$ cat src/design/macc_pkg.sv
`default_nettype none

package macc_pkg;

   // width of the configuration bus and of the amount and delay registers.
   localparam int CFG_W = 32;

   // delay value that lines element 0 up with the first accumulate.
   localparam int ALIGN_DELAY = 2;

   // position of the busy flag in the status register.
   localparam int STATUS_BUSY_BIT = 0;

   // accumulate direction for the product.
   typedef enum logic [0:0] {
      OP_MACC = 1'b0,   // acc gets acc + a*b.
      OP_MSUB = 1'b1    // acc gets acc - a*b.
   } macc_op_t;

   // configuration register map.
   typedef enum logic [2:0] {
      REG_OPCODE = 3'd0,
      REG_AMOUNT = 3'd1,   // number of elements per run.
      REG_DELAY  = 3'd2,
      REG_START  = 3'd3,   // any write here launches a run.
      REG_STATUS = 3'd4    // read only.
   } cfg_addr_t;

endpackage

`default_nettype wire
$ cat src/design/macc_top.sv
`timescale 1ns/1ps
`default_nettype none

module macc_top #(
   parameter int DATA_W    = 16,
   parameter int MEM_DEPTH = 16,
   parameter int CREDITS   = 2
) (
   input  wire                          clk,
   input  wire                          rst,
   input  wire                          cfg_we,
   input  wire macc_pkg::cfg_addr_t     cfg_addr,
   input  wire [macc_pkg::CFG_W-1:0]    cfg_wdata,
   output logic [macc_pkg::CFG_W-1:0]   cfg_rdata,
   input  wire                          op_we,
   input  wire                          op_sel,
   input  wire [$clog2(MEM_DEPTH)-1:0]  op_addr,
   input  wire [DATA_W-1:0]             op_wdata,
   input  wire                          credit_in,
   output logic                         out_valid,
   output logic [DATA_W-1:0]            out_data
);

   import macc_pkg::*;

   macc_op_t          opcode;
   logic [CFG_W-1:0]  amount;
   logic [CFG_W-1:0]  delay0;
   logic              run;
   logic              acc_clear;
   logic              rd_start;
   logic              done;
   logic [DATA_W-1:0] in0;
   logic [DATA_W-1:0] in1;
   logic [DATA_W-1:0] out0;

   macc_cfg_regs cfg_regs_i (
      .clk       (clk),
      .rst       (rst),
      .cfg_we    (cfg_we),
      .cfg_addr  (cfg_addr),
      .cfg_wdata (cfg_wdata),
      .cfg_rdata (cfg_rdata),
      .done      (done),
      .opcode    (opcode),
      .amount    (amount),
      .delay0    (delay0),
      .run       (run),
      .acc_clear (acc_clear),
      .rd_start  (rd_start)
   );

   vec_operand_mem #(
      .DATA_W    (DATA_W),
      .MEM_DEPTH (MEM_DEPTH)
   ) operand_mem_i (
      .clk      (clk),
      .rst      (rst),
      .op_we    (op_we),
      .op_sel   (op_sel),
      .op_addr  (op_addr),
      .op_wdata (op_wdata),
      .rd_start (rd_start),
      .in0      (in0),
      .in1      (in1)
   );

   sig_muladd #(
      .DATA_W (DATA_W)
   ) muladd_i (
      .clk       (clk),
      .rst       (rst),
      .run       (run),
      .acc_clear (acc_clear),
      .opcode    (opcode),
      .amount    (amount),
      .delay0    (delay0),
      .in0       (in0),
      .in1       (in1),
      .done      (done),
      .out0      (out0)
   );

   result_credit_out #(
      .DATA_W  (DATA_W),
      .CREDITS (CREDITS)
   ) credit_out_i (
      .clk       (clk),
      .rst       (rst),
      .done      (done),
      .out0      (out0),
      .credit_in (credit_in),
      .out_valid (out_valid),
      .out_data  (out_data)
   );

endmodule

`default_nettype wire

$ cat src/design/result_credit_out.sv
`timescale 1ns/1ps
`default_nettype none

module result_credit_out #(
   parameter int DATA_W  = 16,
   parameter int CREDITS = 2
) (
   input  wire                clk,
   input  wire                rst,
   input  wire                done,
   input  wire [DATA_W-1:0]   out0,
   input  wire                credit_in,
   output logic               out_valid,
   output logic [DATA_W-1:0]  out_data
);

   localparam int CNT_W = $clog2(CREDITS + 1);

   logic              done_q1;
   logic              done_q2;
   logic              capture;
   logic              push;
   logic [DATA_W-1:0] q_data [2];
   logic              wr_ptr;
   logic              rd_ptr;
   logic [1:0]        q_count;
   logic [CNT_W-1:0]  credits;   // credits held toward the receiver.

   // done is a level, so look for its rising edge one cycle late.
   // by then out0 carries the final sum.
   assign capture = done_q1 && !done_q2;
   assign push    = capture && (q_count != 2'd2);   // dropped when full.

   // the head goes out whenever a credit is left.
   assign out_valid = (q_count != 2'd0) && (credits != '0);
   assign out_data  = q_data[rd_ptr];

   always_ff @(posedge clk or posedge rst) begin
      if (rst) begin
         done_q1 <= 1'b0;
         done_q2 <= 1'b0;
         wr_ptr  <= 1'b0;
         rd_ptr  <= 1'b0;
         q_count <= 2'd0;
         credits <= CNT_W'(CREDITS);
      end else begin
         done_q1 <= done;
         done_q2 <= done_q1;
         if (push) begin
            wr_ptr <= ~wr_ptr;
         end
         if (out_valid) begin
            rd_ptr <= ~rd_ptr;
         end
         case ({push, out_valid})
            2'b10:   q_count <= q_count + 1'b1;
            2'b01:   q_count <= q_count - 1'b1;
            default: q_count <= q_count;
         endcase
         case ({out_valid, credit_in})
            2'b10:   credits <= credits - 1'b1;
            2'b01:   credits <= credits + 1'b1;
            default: credits <= credits;   // send and return cancel.
         endcase
      end
   end

   always_ff @(posedge clk) begin
      if (push) begin
         q_data[wr_ptr] <= out0;
      end
   end

endmodule

`default_nettype wire

$ cat src/design/sig_muladd.sv
`timescale 1ns/1ps
`default_nettype none

module sig_muladd #(
   parameter int DATA_W = 16
) (
   input  wire                          clk,
   input  wire                          rst,
   input  wire                          run,
   input  wire                          acc_clear,
   input  wire macc_pkg::macc_op_t      opcode,
   input  wire [macc_pkg::CFG_W-1:0]    amount,
   input  wire [macc_pkg::CFG_W-1:0]    delay0,
   input  wire [DATA_W-1:0]             in0,
   input  wire [DATA_W-1:0]             in1,
   output logic                         done,
   output logic [DATA_W-1:0]            out0
);

   import macc_pkg::*;

   logic [CFG_W-1:0]           delay_cnt;    // cycles before the accumulator opens.
   logic [CFG_W-1:0]           to_process;   // elements still to accumulate.
   logic                       active;
   logic                       acc_en;
   logic signed [DATA_W-1:0]   in0_reg;
   logic signed [DATA_W-1:0]   in1_reg;
   logic signed [2*DATA_W-1:0] prod_reg;
   logic signed [2*DATA_W-1:0] acc;
   logic signed [2*DATA_W-1:0] acc_out;

   assign acc_en = active && (delay_cnt == '0) && (to_process != '0);

   // control.
   // the extra count covers the operand and product registers.
   always_ff @(posedge clk or posedge rst) begin
      if (rst) begin
         done       <= 1'b0;
         active     <= 1'b0;
         delay_cnt  <= '0;
         to_process <= '0;
      end else if (run) begin
         done       <= 1'b0;
         active     <= 1'b1;
         delay_cnt  <= delay0 + 1'b1;
         to_process <= amount;
      end else if (delay_cnt != '0) begin
         delay_cnt <= delay_cnt - 1'b1;
      end else if (active) begin
         if (to_process != '0) begin
            to_process <= to_process - 1'b1;
         end
         if (to_process <= CFG_W'(1)) begin
            done   <= 1'b1;   // stays high until the next run.
            active <= 1'b0;
         end
      end
   end

   // operand and product pipeline.
   always_ff @(posedge clk) begin
      in0_reg  <= in0;
      in1_reg  <= in1;
      prod_reg <= in0_reg * in1_reg;   // signed, full width.
   end

   always_ff @(posedge clk or posedge rst) begin
      if (rst) begin
         acc     <= '0;
         acc_out <= '0;
      end else begin
         if (acc_clear) begin
            acc <= '0;
         end else if (acc_en) begin
            if (opcode == OP_MACC) begin
               acc <= acc + prod_reg;
            end else begin
               acc <= acc - prod_reg;
            end
         end
         acc_out <= acc;
      end
   end

   assign out0 = acc_out[DATA_W-1:0];   // low half only.

endmodule

`default_nettype wire

$ cat src/design/vec_operand_mem.sv
`timescale 1ns/1ps
`default_nettype none

module vec_operand_mem #(
   parameter int DATA_W    = 16,
   parameter int MEM_DEPTH = 16
) (
   input  wire                          clk,
   input  wire                          rst,
   input  wire                          op_we,
   input  wire                          op_sel,
   input  wire [$clog2(MEM_DEPTH)-1:0]  op_addr,
   input  wire [DATA_W-1:0]             op_wdata,
   input  wire                          rd_start,
   output logic [DATA_W-1:0]            in0,
   output logic [DATA_W-1:0]            in1
);

   localparam int ADDR_W = $clog2(MEM_DEPTH);
   localparam logic [ADDR_W-1:0] LAST_ADDR = ADDR_W'(MEM_DEPTH - 1);

   logic [DATA_W-1:0] mem_a [MEM_DEPTH];   // operand a, drives in0.
   logic [DATA_W-1:0] mem_b [MEM_DEPTH];   // operand b, drives in1.
   logic [ADDR_W-1:0] rd_addr;

   // host write port, op_sel picks the memory.
   always_ff @(posedge clk) begin
      if (op_we) begin
         if (op_sel) begin
            mem_b[op_addr] <= op_wdata;
         end else begin
            mem_a[op_addr] <= op_wdata;
         end
      end
   end

   // read address.
   // restarts at 0 on rd_start and stops at the last entry.
   always_ff @(posedge clk or posedge rst) begin
      if (rst) begin
         rd_addr <= '0;
      end else if (rd_start) begin
         rd_addr <= '0;
      end else if (rd_addr != LAST_ADDR) begin
         rd_addr <= rd_addr + 1'b1;
      end
   end

   // synchronous read, element k shows up one cycle after address k.
   always_ff @(posedge clk) begin
      in0 <= mem_a[rd_addr];
      in1 <= mem_b[rd_addr];
   end

endmodule

`default_nettype wire

$ cat src/design/macc_cfg_regs.sv
`timescale 1ns/1ps
`default_nettype none

module macc_cfg_regs (
   input  wire                          clk,
   input  wire                          rst,
   input  wire                          cfg_we,
   input  wire macc_pkg::cfg_addr_t     cfg_addr,
   input  wire [macc_pkg::CFG_W-1:0]    cfg_wdata,
   output logic [macc_pkg::CFG_W-1:0]   cfg_rdata,
   input  wire                          done,
   output macc_pkg::macc_op_t           opcode,
   output logic [macc_pkg::CFG_W-1:0]   amount,
   output logic [macc_pkg::CFG_W-1:0]   delay0,
   output logic                         run,
   output logic                         acc_clear,
   output logic                         rd_start
);

   import macc_pkg::*;

   logic busy;

   // a start while a run is in flight is dropped.
   assign run       = cfg_we && (cfg_addr == REG_START) && !busy;
   assign acc_clear = run;   // fresh accumulator for every run.
   assign rd_start  = run;

   always_ff @(posedge clk or posedge rst) begin
      if (rst) begin
         opcode <= OP_MACC;
         amount <= '0;
         delay0 <= CFG_W'(ALIGN_DELAY);
      end else if (cfg_we) begin
         case (cfg_addr)
            REG_OPCODE: opcode <= macc_op_t'(cfg_wdata[0]);
            REG_AMOUNT: amount <= cfg_wdata;
            REG_DELAY:  delay0 <= cfg_wdata;
            default: ;   // start is handled above, status is read only.
         endcase
      end
   end

   // busy spans from the start pulse to the done of the muladd unit.
   always_ff @(posedge clk or posedge rst) begin
      if (rst) begin
         busy <= 1'b0;
      end else if (run) begin
         busy <= 1'b1;
      end else if (done) begin
         busy <= 1'b0;
      end
   end

   // readback.
   always_comb begin
      cfg_rdata = '0;
      case (cfg_addr)
         REG_OPCODE: cfg_rdata = CFG_W'(opcode);
         REG_AMOUNT: cfg_rdata = amount;
         REG_DELAY:  cfg_rdata = delay0;
         REG_STATUS: cfg_rdata[STATUS_BUSY_BIT] = busy;
         default:    cfg_rdata = '0;
      endcase
   end

endmodule

`default_nettype wire

$ cat config.mk
export PLATFORM = sky130hd
export DESIGN_NAME = macc_top
export DESIGN_NICKNAME = d
export VERILOG_FILES = /design/src/design/macc_pkg.sv /design/src/design/macc_top.sv /design/src/design/result_credit_out.sv /design/src/design/sig_muladd.sv /design/src/design/vec_operand_mem.sv /design/src/design/macc_cfg_regs.sv
export SDC_FILE = /design/constraint.sdc
export NUM_CORES = 1
export LEC_CHECK = 0
export BUFFER_PORTS_ARGS = -buffer_cell sky130_fd_sc_hd__buf_2
export CAP_MARGIN = 30
export CORE_UTILIZATION = 25
export CTS_BUF_LIST = sky130_fd_sc_hd__clkbuf_8 sky130_fd_sc_hd__clkbuf_16
export DETAILED_ROUTE_END_ITERATION = 12
export HOLD_SLACK_MARGIN = 0.08
export PLACE_DENSITY = 0.49
export SKIP_CTS_REPAIR_TIMING = 1
export SLEW_MARGIN = 15
export SYNTH_ARGS = -nofsm -noshare
export SYNTH_HDL_FRONTEND = slang
export SYNTH_SLANG_ARGS = --single-unit
$ cat constraint.sdc
create_clock -name clk -period 16.9 [get_ports clk]
set_clock_uncertainty 0.2 [all_clocks]
set_input_delay 1.69 -clock clk [delete_from_list [all_inputs] [get_ports clk]]
set_output_delay 1.69 -clock clk [all_outputs]
set_load 0.1 [all_outputs]
==> reports/summary.md, run 1 <==
The signed area change from the synthesized netlist to the final layout came out at 17.00%. The total iterations of the first detailed-routing run came out at 5. The number of global-route vias before repair was 20300; the pin slew with the least headroom to its limit was 0.9411 ns. The total area inside the core boundary comes to 141800 µm². The clock-pin slew of the registers on the worst-case setup and hold paths is 0.06 ns. At the end of routability-driven placement, the weighted congestion stood at 0.7633. The remaining antenna violation count after routing is 0. For this run, the share of the core covered by cells in the final layout is 29.52%. Number of max-slew violations in the final report: 0.

Required time of the worst setup path: 17.21 ns. The worst hold path belongs to the class register to register. Entering global routing, the biggest net connects 122 pins. The tree is rooted in a clkbuf_16. Clock latency on the worst-skew pair, taken at its later pin, is 0.70 ns.

Summing all multi-input logic gate instances after layout gives 12610 µm². After detailed routing, the number of remaining DRC violations is 0. Setup repair after global routing left no endpoint under its margin.

The initial standard-cell utilization of the core is 25.23%. Port buffering added 109 buffers. A synthesized cell averages 15.32 µm². For this run, the leading register cell type out of synthesis is edfxtp_1.

The flip-flop and latch area is 22350 µm², and the total global routing track utilization is 11.57%. Based on the critical path, the design can be clocked at up to 176.5 MHz. The initial antenna violation count is 9. The tools report the sum of negative setup slack as 0 ns.

The tools report the number of nets in the layout as 2703. For this block, the initial DRC count from the detailed router was 1225. The run gives 110 as the number of placed I/O pins.

The die covers 144600 µm². The ratio of cells with drive above 1 in the final layout was 23.36%; the setup violation total in the final timing report was 0. The average detailed-routed wire length per instance was 18.82 µm; the total CTS buffers was 87. The max capacitance violation total is 0, and the number of enable-type register cells in the synthesized netlist is 544. The final layout contains routed wiring with a total length of 83.60 mm. 0 antenna diodes ended up in the layout. The setup path with the least slack is of type register to register. Share of synthesized flip-flops with an asynchronous set or reset: 22.00%.

In this run the tightest slew margin relative to its limit is 37.26%. The flow ran to the end, and the final reports show no timing, DRC or antenna violations. TritonCTS built the clock tree. The first global-routing pass estimated 127.9 mm of wire. The detailed router placed 19440 vias in this run.

The tools report the number of fill cells in the layout as 14220. No sink is reached through more buffers than the 3 on the longest clock path. After synthesis the netlist holds a flip-flop and latch count of 800. The peak fanout along the critical path is 15, and the floorplan row count is 138. Subtracting the final worst setup slack from the clock period gives 5.667 ns. The tools report the post-synthesis instance area as 35760 µm². The run gives 0 as the number of failing hold endpoints at the final stage. The gate count after technology mapping is 2334, and the total nets after synthesis is 2559. The largest registers in the layout are operand_mem_i.mem_a x256, operand_mem_i.mem_b x256.

The worst setup path is captured at a register. For the worst setup path, the data arrival time is 5.98 ns. Dividing the detail-routed via count by the number of cells gives 4.376. The vertical die dimension came out at 380.2 µm. The count of clock tree sinks was 800; the remaining global-route overflow was 0. The post-route clock period utilization is 33.53%. The finished cells cover 41850 µm². Summing the sequential cell areas from Yosys gives 62.48% of the chip area. Placed wire-length estimate after detailed placement: 51.72 mm. From left edge to right edge, the die measures 380.2 µm.

The clock tree synthesis step divided the H-tree into 3 levels. The tools report the number of distinct library cell variants in the gate-level netlist after synthesis as 73. STA classifies the critical path startpoint as a register. Once placement finished, the instance area stood at 38790 µm². The warning count from the yosys run came out at 0.
worst max-delay path, stage by stage, from the launching register on:
cell and delay (ns):
dfxtp_1 0.70, nand2_1 0.16, fa_1 0.54, fa_1 0.56, inv_1 0.06, fa_1 0.51, inv_1 0.06, fa_1 0.55
fa_1 0.43, fa_1 0.49, inv_1 0.04, ha_1 0.33, and2_1 0.20, o21ai_0 0.12, o21ai_0 0.15, o41ai_1 0.34
xnor2_1 0.13
synthesized netlist by cell type (69+ instances only):
cell type / n / area share, %
mux2_2: 80 / 2.5
nand2_1: 168 / 1.8
clkbuf_1: 78 / 0.82
fa_1: 80 / 4.5
edfxtp_1: 544 / 46
xnor2_1: 109 / 2.7
mux4_2: 160 / 10
and2_1: 69 / 1.2
dfxtp_1: 80 / 4.5
ha_1: 84 / 2.9
nor2_1: 101 / 1.1
inv_1: 148 / 1.6
dfrtp_1: 174 / 12
path summary, 6_finish.rpt:
| path | startpoint | end | slack, ns | cells past startpoint |
|---|---|---|---|---|
| max reg2reg | muladd_i.in1_reg[1]$_DFF_P_ | muladd_i.prod_reg[15]$_DFF_P_ | 11.23 | 16 |
| min | operand_mem_i.in0[15]$_DFF_P_ | muladd_i.in0_reg[15]$_DFF_P_ | 0.12 | 0 |
| min in group asynchronous | rst | credit_out_i.q_count[1]$_DFFE_PP0P_ | 0.76 | 2 |
| max in group asynchronous | rst | cfg_regs_i.delay0[16]$_DFFE_PP0P_ | 14.18 | 4 |
| min reg2reg | operand_mem_i.in0[15]$_DFF_P_ | muladd_i.in0_reg[15]$_DFF_P_ | 0.12 | 0 |
| max | muladd_i.in1_reg[1]$_DFF_P_ | muladd_i.prod_reg[15]$_DFF_P_ | 11.23 | 16 |
area by class of cell:
type	instances	area share, %
Clock buffer	106	5.855
Multi-Input combinational cell	1285	30.12
Timing Repair Buffer	156	2.225
Clock inverter	56	1.378
Inverter	148	1.346
Tap cell	1890	5.651
Sequential cell	800	53.42
layer usage:
metal	GRT usage (%)	part of all wire [%]
met4	3.054	1.8
met3	2.021	4.1
met2	19.13	48
met5	0	0.081
met1	15.60	46
kinds of logic after synthesis:
| logic type | count (synthesis) | synth area share (%) |
|---|---|---|
| and+or+nand+nor | 526 | 7.392 |
| DFF | 800 | 62.48 |
| muxes | 249 | 12.85 |
| xor gates and xnor gates | 156 | 3.820 |
| buffers and inverters | 249 | 2.641 |
| AOI/OAI and AO/OA | 190 | 3.407 |
| adders and majority gates | 164 | 7.417 |
cell usage in the layout (no fill, tap or decap), drive strengths merged, types with 42 or more instances in the layout:
master / instances
and2: 69
buf: 156
clkbuf: 106
dfrtp: 174
dfxtp: 80
edfxtp: 544
fa: 80
ha: 84
inv: 169
mux2: 80
mux4: 160
nand2: 169
nor2: 102
nor3: 42
o21ai: 63
xnor2: 109
xor2: 47
stage by stage:
step | setup slack, ns | hold slack (ns) | cells
6_report | 11.23 | 0.1234 | 4441
5_1_grt | 10.96 | 0.1227 | 4441
4_1_cts | 11.27 | 0.1232 | 4440
3_5_place_dp | 11.27 | 0.1121 | 4278
3_3_place_gp | 11.33 | 0.1100 | 4278
2_1_floorplan | 10.24 | 0.1096 | 2334
Power of run 1 is left out: the tool's default activity adds up to more than one toggle a clock period on the data nets, which glitch-free logic cannot reach.
==> inputs of run 2 (changes only) <==
==> constraint.sdc (replaced) <==
create_clock -name clk -period 5.45 [get_ports clk]
set_clock_uncertainty 0.2 [all_clocks]
set_input_delay 0.545 -clock clk [delete_from_list [all_inputs] [get_ports clk]]
set_output_delay 0.545 -clock clk [all_outputs]
set_load 0.1 [all_outputs]
==> reports/summary.md, run 2 (synthesis gave the netlist of run 1 again) <==
The count of clock tree sinks was 800 (unchanged); the vertical die dimension was 380.2 µm (unchanged). The kind of critical path was register to register. The run gives 2757 (+2.0%) as the number of nets in the layout.

The largest stage delay on the critical path came out at 0.58 ns (-0.12 ns). The worst setup path is launched from a register. For the total global routing track utilization, the log shows 11.65% (+0.078 points). The run gives 0 (unchanged) as the max capacitance violation total.

The clock-pin slew of the registers on the worst-case setup and hold paths is 0.06 ns (about the same). The root buffer cell chosen for the clock tree is clkbuf_16. The run gives 3 (unchanged) as the H-tree depth. The critical path launch point was muladd_i.in1_reg[1]$_DFF_P_. Initial antenna violation count: 8 (-1). The worst setup path is captured at a register. The worst hold path class was register to register. Slowest cell on the critical path: fa_1.

TritonCTS built the clock tree. The post-route clock period utilization is 94.98% (+61 points). For the maximum number of pins on one net before global-route repair, the log shows 177 (+45%). The tools report the number of failing hold endpoints at the final stage as 0 (unchanged). For the first-pass GRT wire length, the log shows 128.9 mm (+0.74%). The number of max-slew violations in the final report was 0 (unchanged); the placed wire-length estimate after detailed placement was 52.64 mm (+1.8%).

The tools report the sum of negative setup slack as 0 ns (unchanged). The detailed-route DRC error count is 0 (unchanged), and the setup violation total in the final timing report is 0 (unchanged). The total CTS buffers is 87 (unchanged).

The total iterations of the first detailed-routing run is 5 (unchanged). In this run the most critical hold path is launched from operand_mem_i.in0[7]$_DFF_P_. The peak fanout along the critical path came out at 5 (-10). The kind of cell adding the most delay to the critical path is adder cells.

The average vias per placed instance is 4.312 (-1.5%), and the number of input and output port buffers inserted is 109 (unchanged). The internal reg-to-reg setup slack is 0.27 ns (-10.96 ns). Walking the worst path, the cells encountered are nand2_1, fa_1, fa_1, inv_1, fa_1, inv_1, fa_1, fa_1, fa_1, inv_1, ha_1, and2_1, o21ai_0, o21ai_1, o41ai_2, xnor2_1.

The logs give 193.2 MHz (+9.5%) for the achievable clock frequency and 0.69 ns (about the same) for the worst-skew pair later-pin latency. In this design, the critical path's most frequently occurring cell is fa_1. The run finished with clean final reports. The remaining global-route overflow was 0 (unchanged); the final cell area excluding filler cells was 42120 µm² (+0.66%). The placeable core region is 141800 µm² (unchanged). The data arrival time of the worst path was 5.55 ns (-0.43 ns); the die outline width was 380.2 µm (unchanged). The floorplan row count is 138 (unchanged). Setup repair after global routing left no endpoint under its margin. For the number of global-route vias before repair, the log shows 20350 (+0.24%). Number of DRC markers in iteration 0: 1173 (-4.2%). The launch point of the worst reg-to-reg path was muladd_i.in1_reg[1]$_DFF_P_. Pin slew with the least headroom to its limit: 1.057 ns (+0.1159 ns).

The maximum root-to-sink buffer count is 3 (unchanged). In the layout the commonest cells are 544 x edfxtp_1, 175 x inv_1, 170 x dfrtp_1. The shortest clock period the worst path allows after layout came out at 5.176 ns (-0.4904 ns).

The tools report the initial standard-cell utilization of the core as 25.23% (unchanged). The area growth from synthesis to layout is 17.78%. The final weighted congestion of routability-driven global placement is 0.7663 (+0.39%).

The instance area after placement was 38980 µm² (+0.49%); the required time of the worst setup path was 5.83 ns (-11.38 ns). The worst relative slew slack is 29.53% (-7.7 points), and the average detailed-routed wire length per instance is 18.67 µm (-0.80%). Die area: 144600 µm² (unchanged).

The tools report the total number of vias as 19380 (-0.28%). Routed wire length: 83.93 mm (+0.40%). The final core utilization is 29.71% (+0.20 points), and the ratio of cells with drive above 1 in the final layout is 23.31% (-0.053 points). The most common cell after layout, fill and taps aside was edfxtp_1. In the final layout, the registers with the most flip-flops are operand_mem_i.mem_a x256, operand_mem_i.mem_b x256.

The number of placed I/O pins was 110 (unchanged); the remaining antenna violation count after routing was 0 (unchanged). The critical path buffer and inverter count was 3 (unchanged).
-- run 2: cell types whose count changed in the layout (fill, tap and decap cells not counted), moves of 4 or more --
cell and change:
clkbuf_8 -13, inv_1 +10, dlygate4sd3_1 +34, dfxtp_2 +7
dfxtp_1 -8, clkinv_2 +4, buf_4 +17, clkinv_1 +5
-- run 2: cell type report --
cell class              instances  area (µm²)
clock inverters                68       503.0
inverters                     148       559.3
diodes                          1       2.502
clock buffers                  93        2271
well taps                    1890        2365
multi-input cells            1285       12610
fillers                     14180       99640
repair buffers                210        1443
flip-flops and latches        800       22370
-- run 2: metal layers --
metal  wire length, µm  track usage, %
met5                53               0
met4              2029           3.622
met3              3299           2.021
met2             39650           18.78
met1             38910           15.90
-- run 2: path summary, 6_finish.rpt --
kind,to,depth (start not counted)
hold reg to reg,muladd_i.in0_reg[7]$_DFF_P_,0
max in group asynchronous,operand_mem_i.rd_addr[0]$_DFFE_PP0P_,4
min in group asynchronous,credit_out_i.credits[0]$_DFFE_PP0P_,4
setup / recovery,muladd_i.prod_reg[15]$_DFF_P_,16
setup reg to reg,muladd_i.prod_reg[15]$_DFF_P_,16
hold / removal,muladd_i.in0_reg[7]$_DFF_P_,0
-- run 2: through the flow --
stage          hold WS (ns)  cells  setup slack, ns
2_1_floorplan        0.1096   2334           0.1774
3_3_place_gp         0.1108   4299           0.2039
3_5_place_dp         0.1132   4299           0.1357
4_1_cts             -0.1673   4460           0.1078
5_1_grt              0.1208   4494         0.002702
6_report             0.1222   4495           0.2735
Power of run 2 is left out for the same reason.
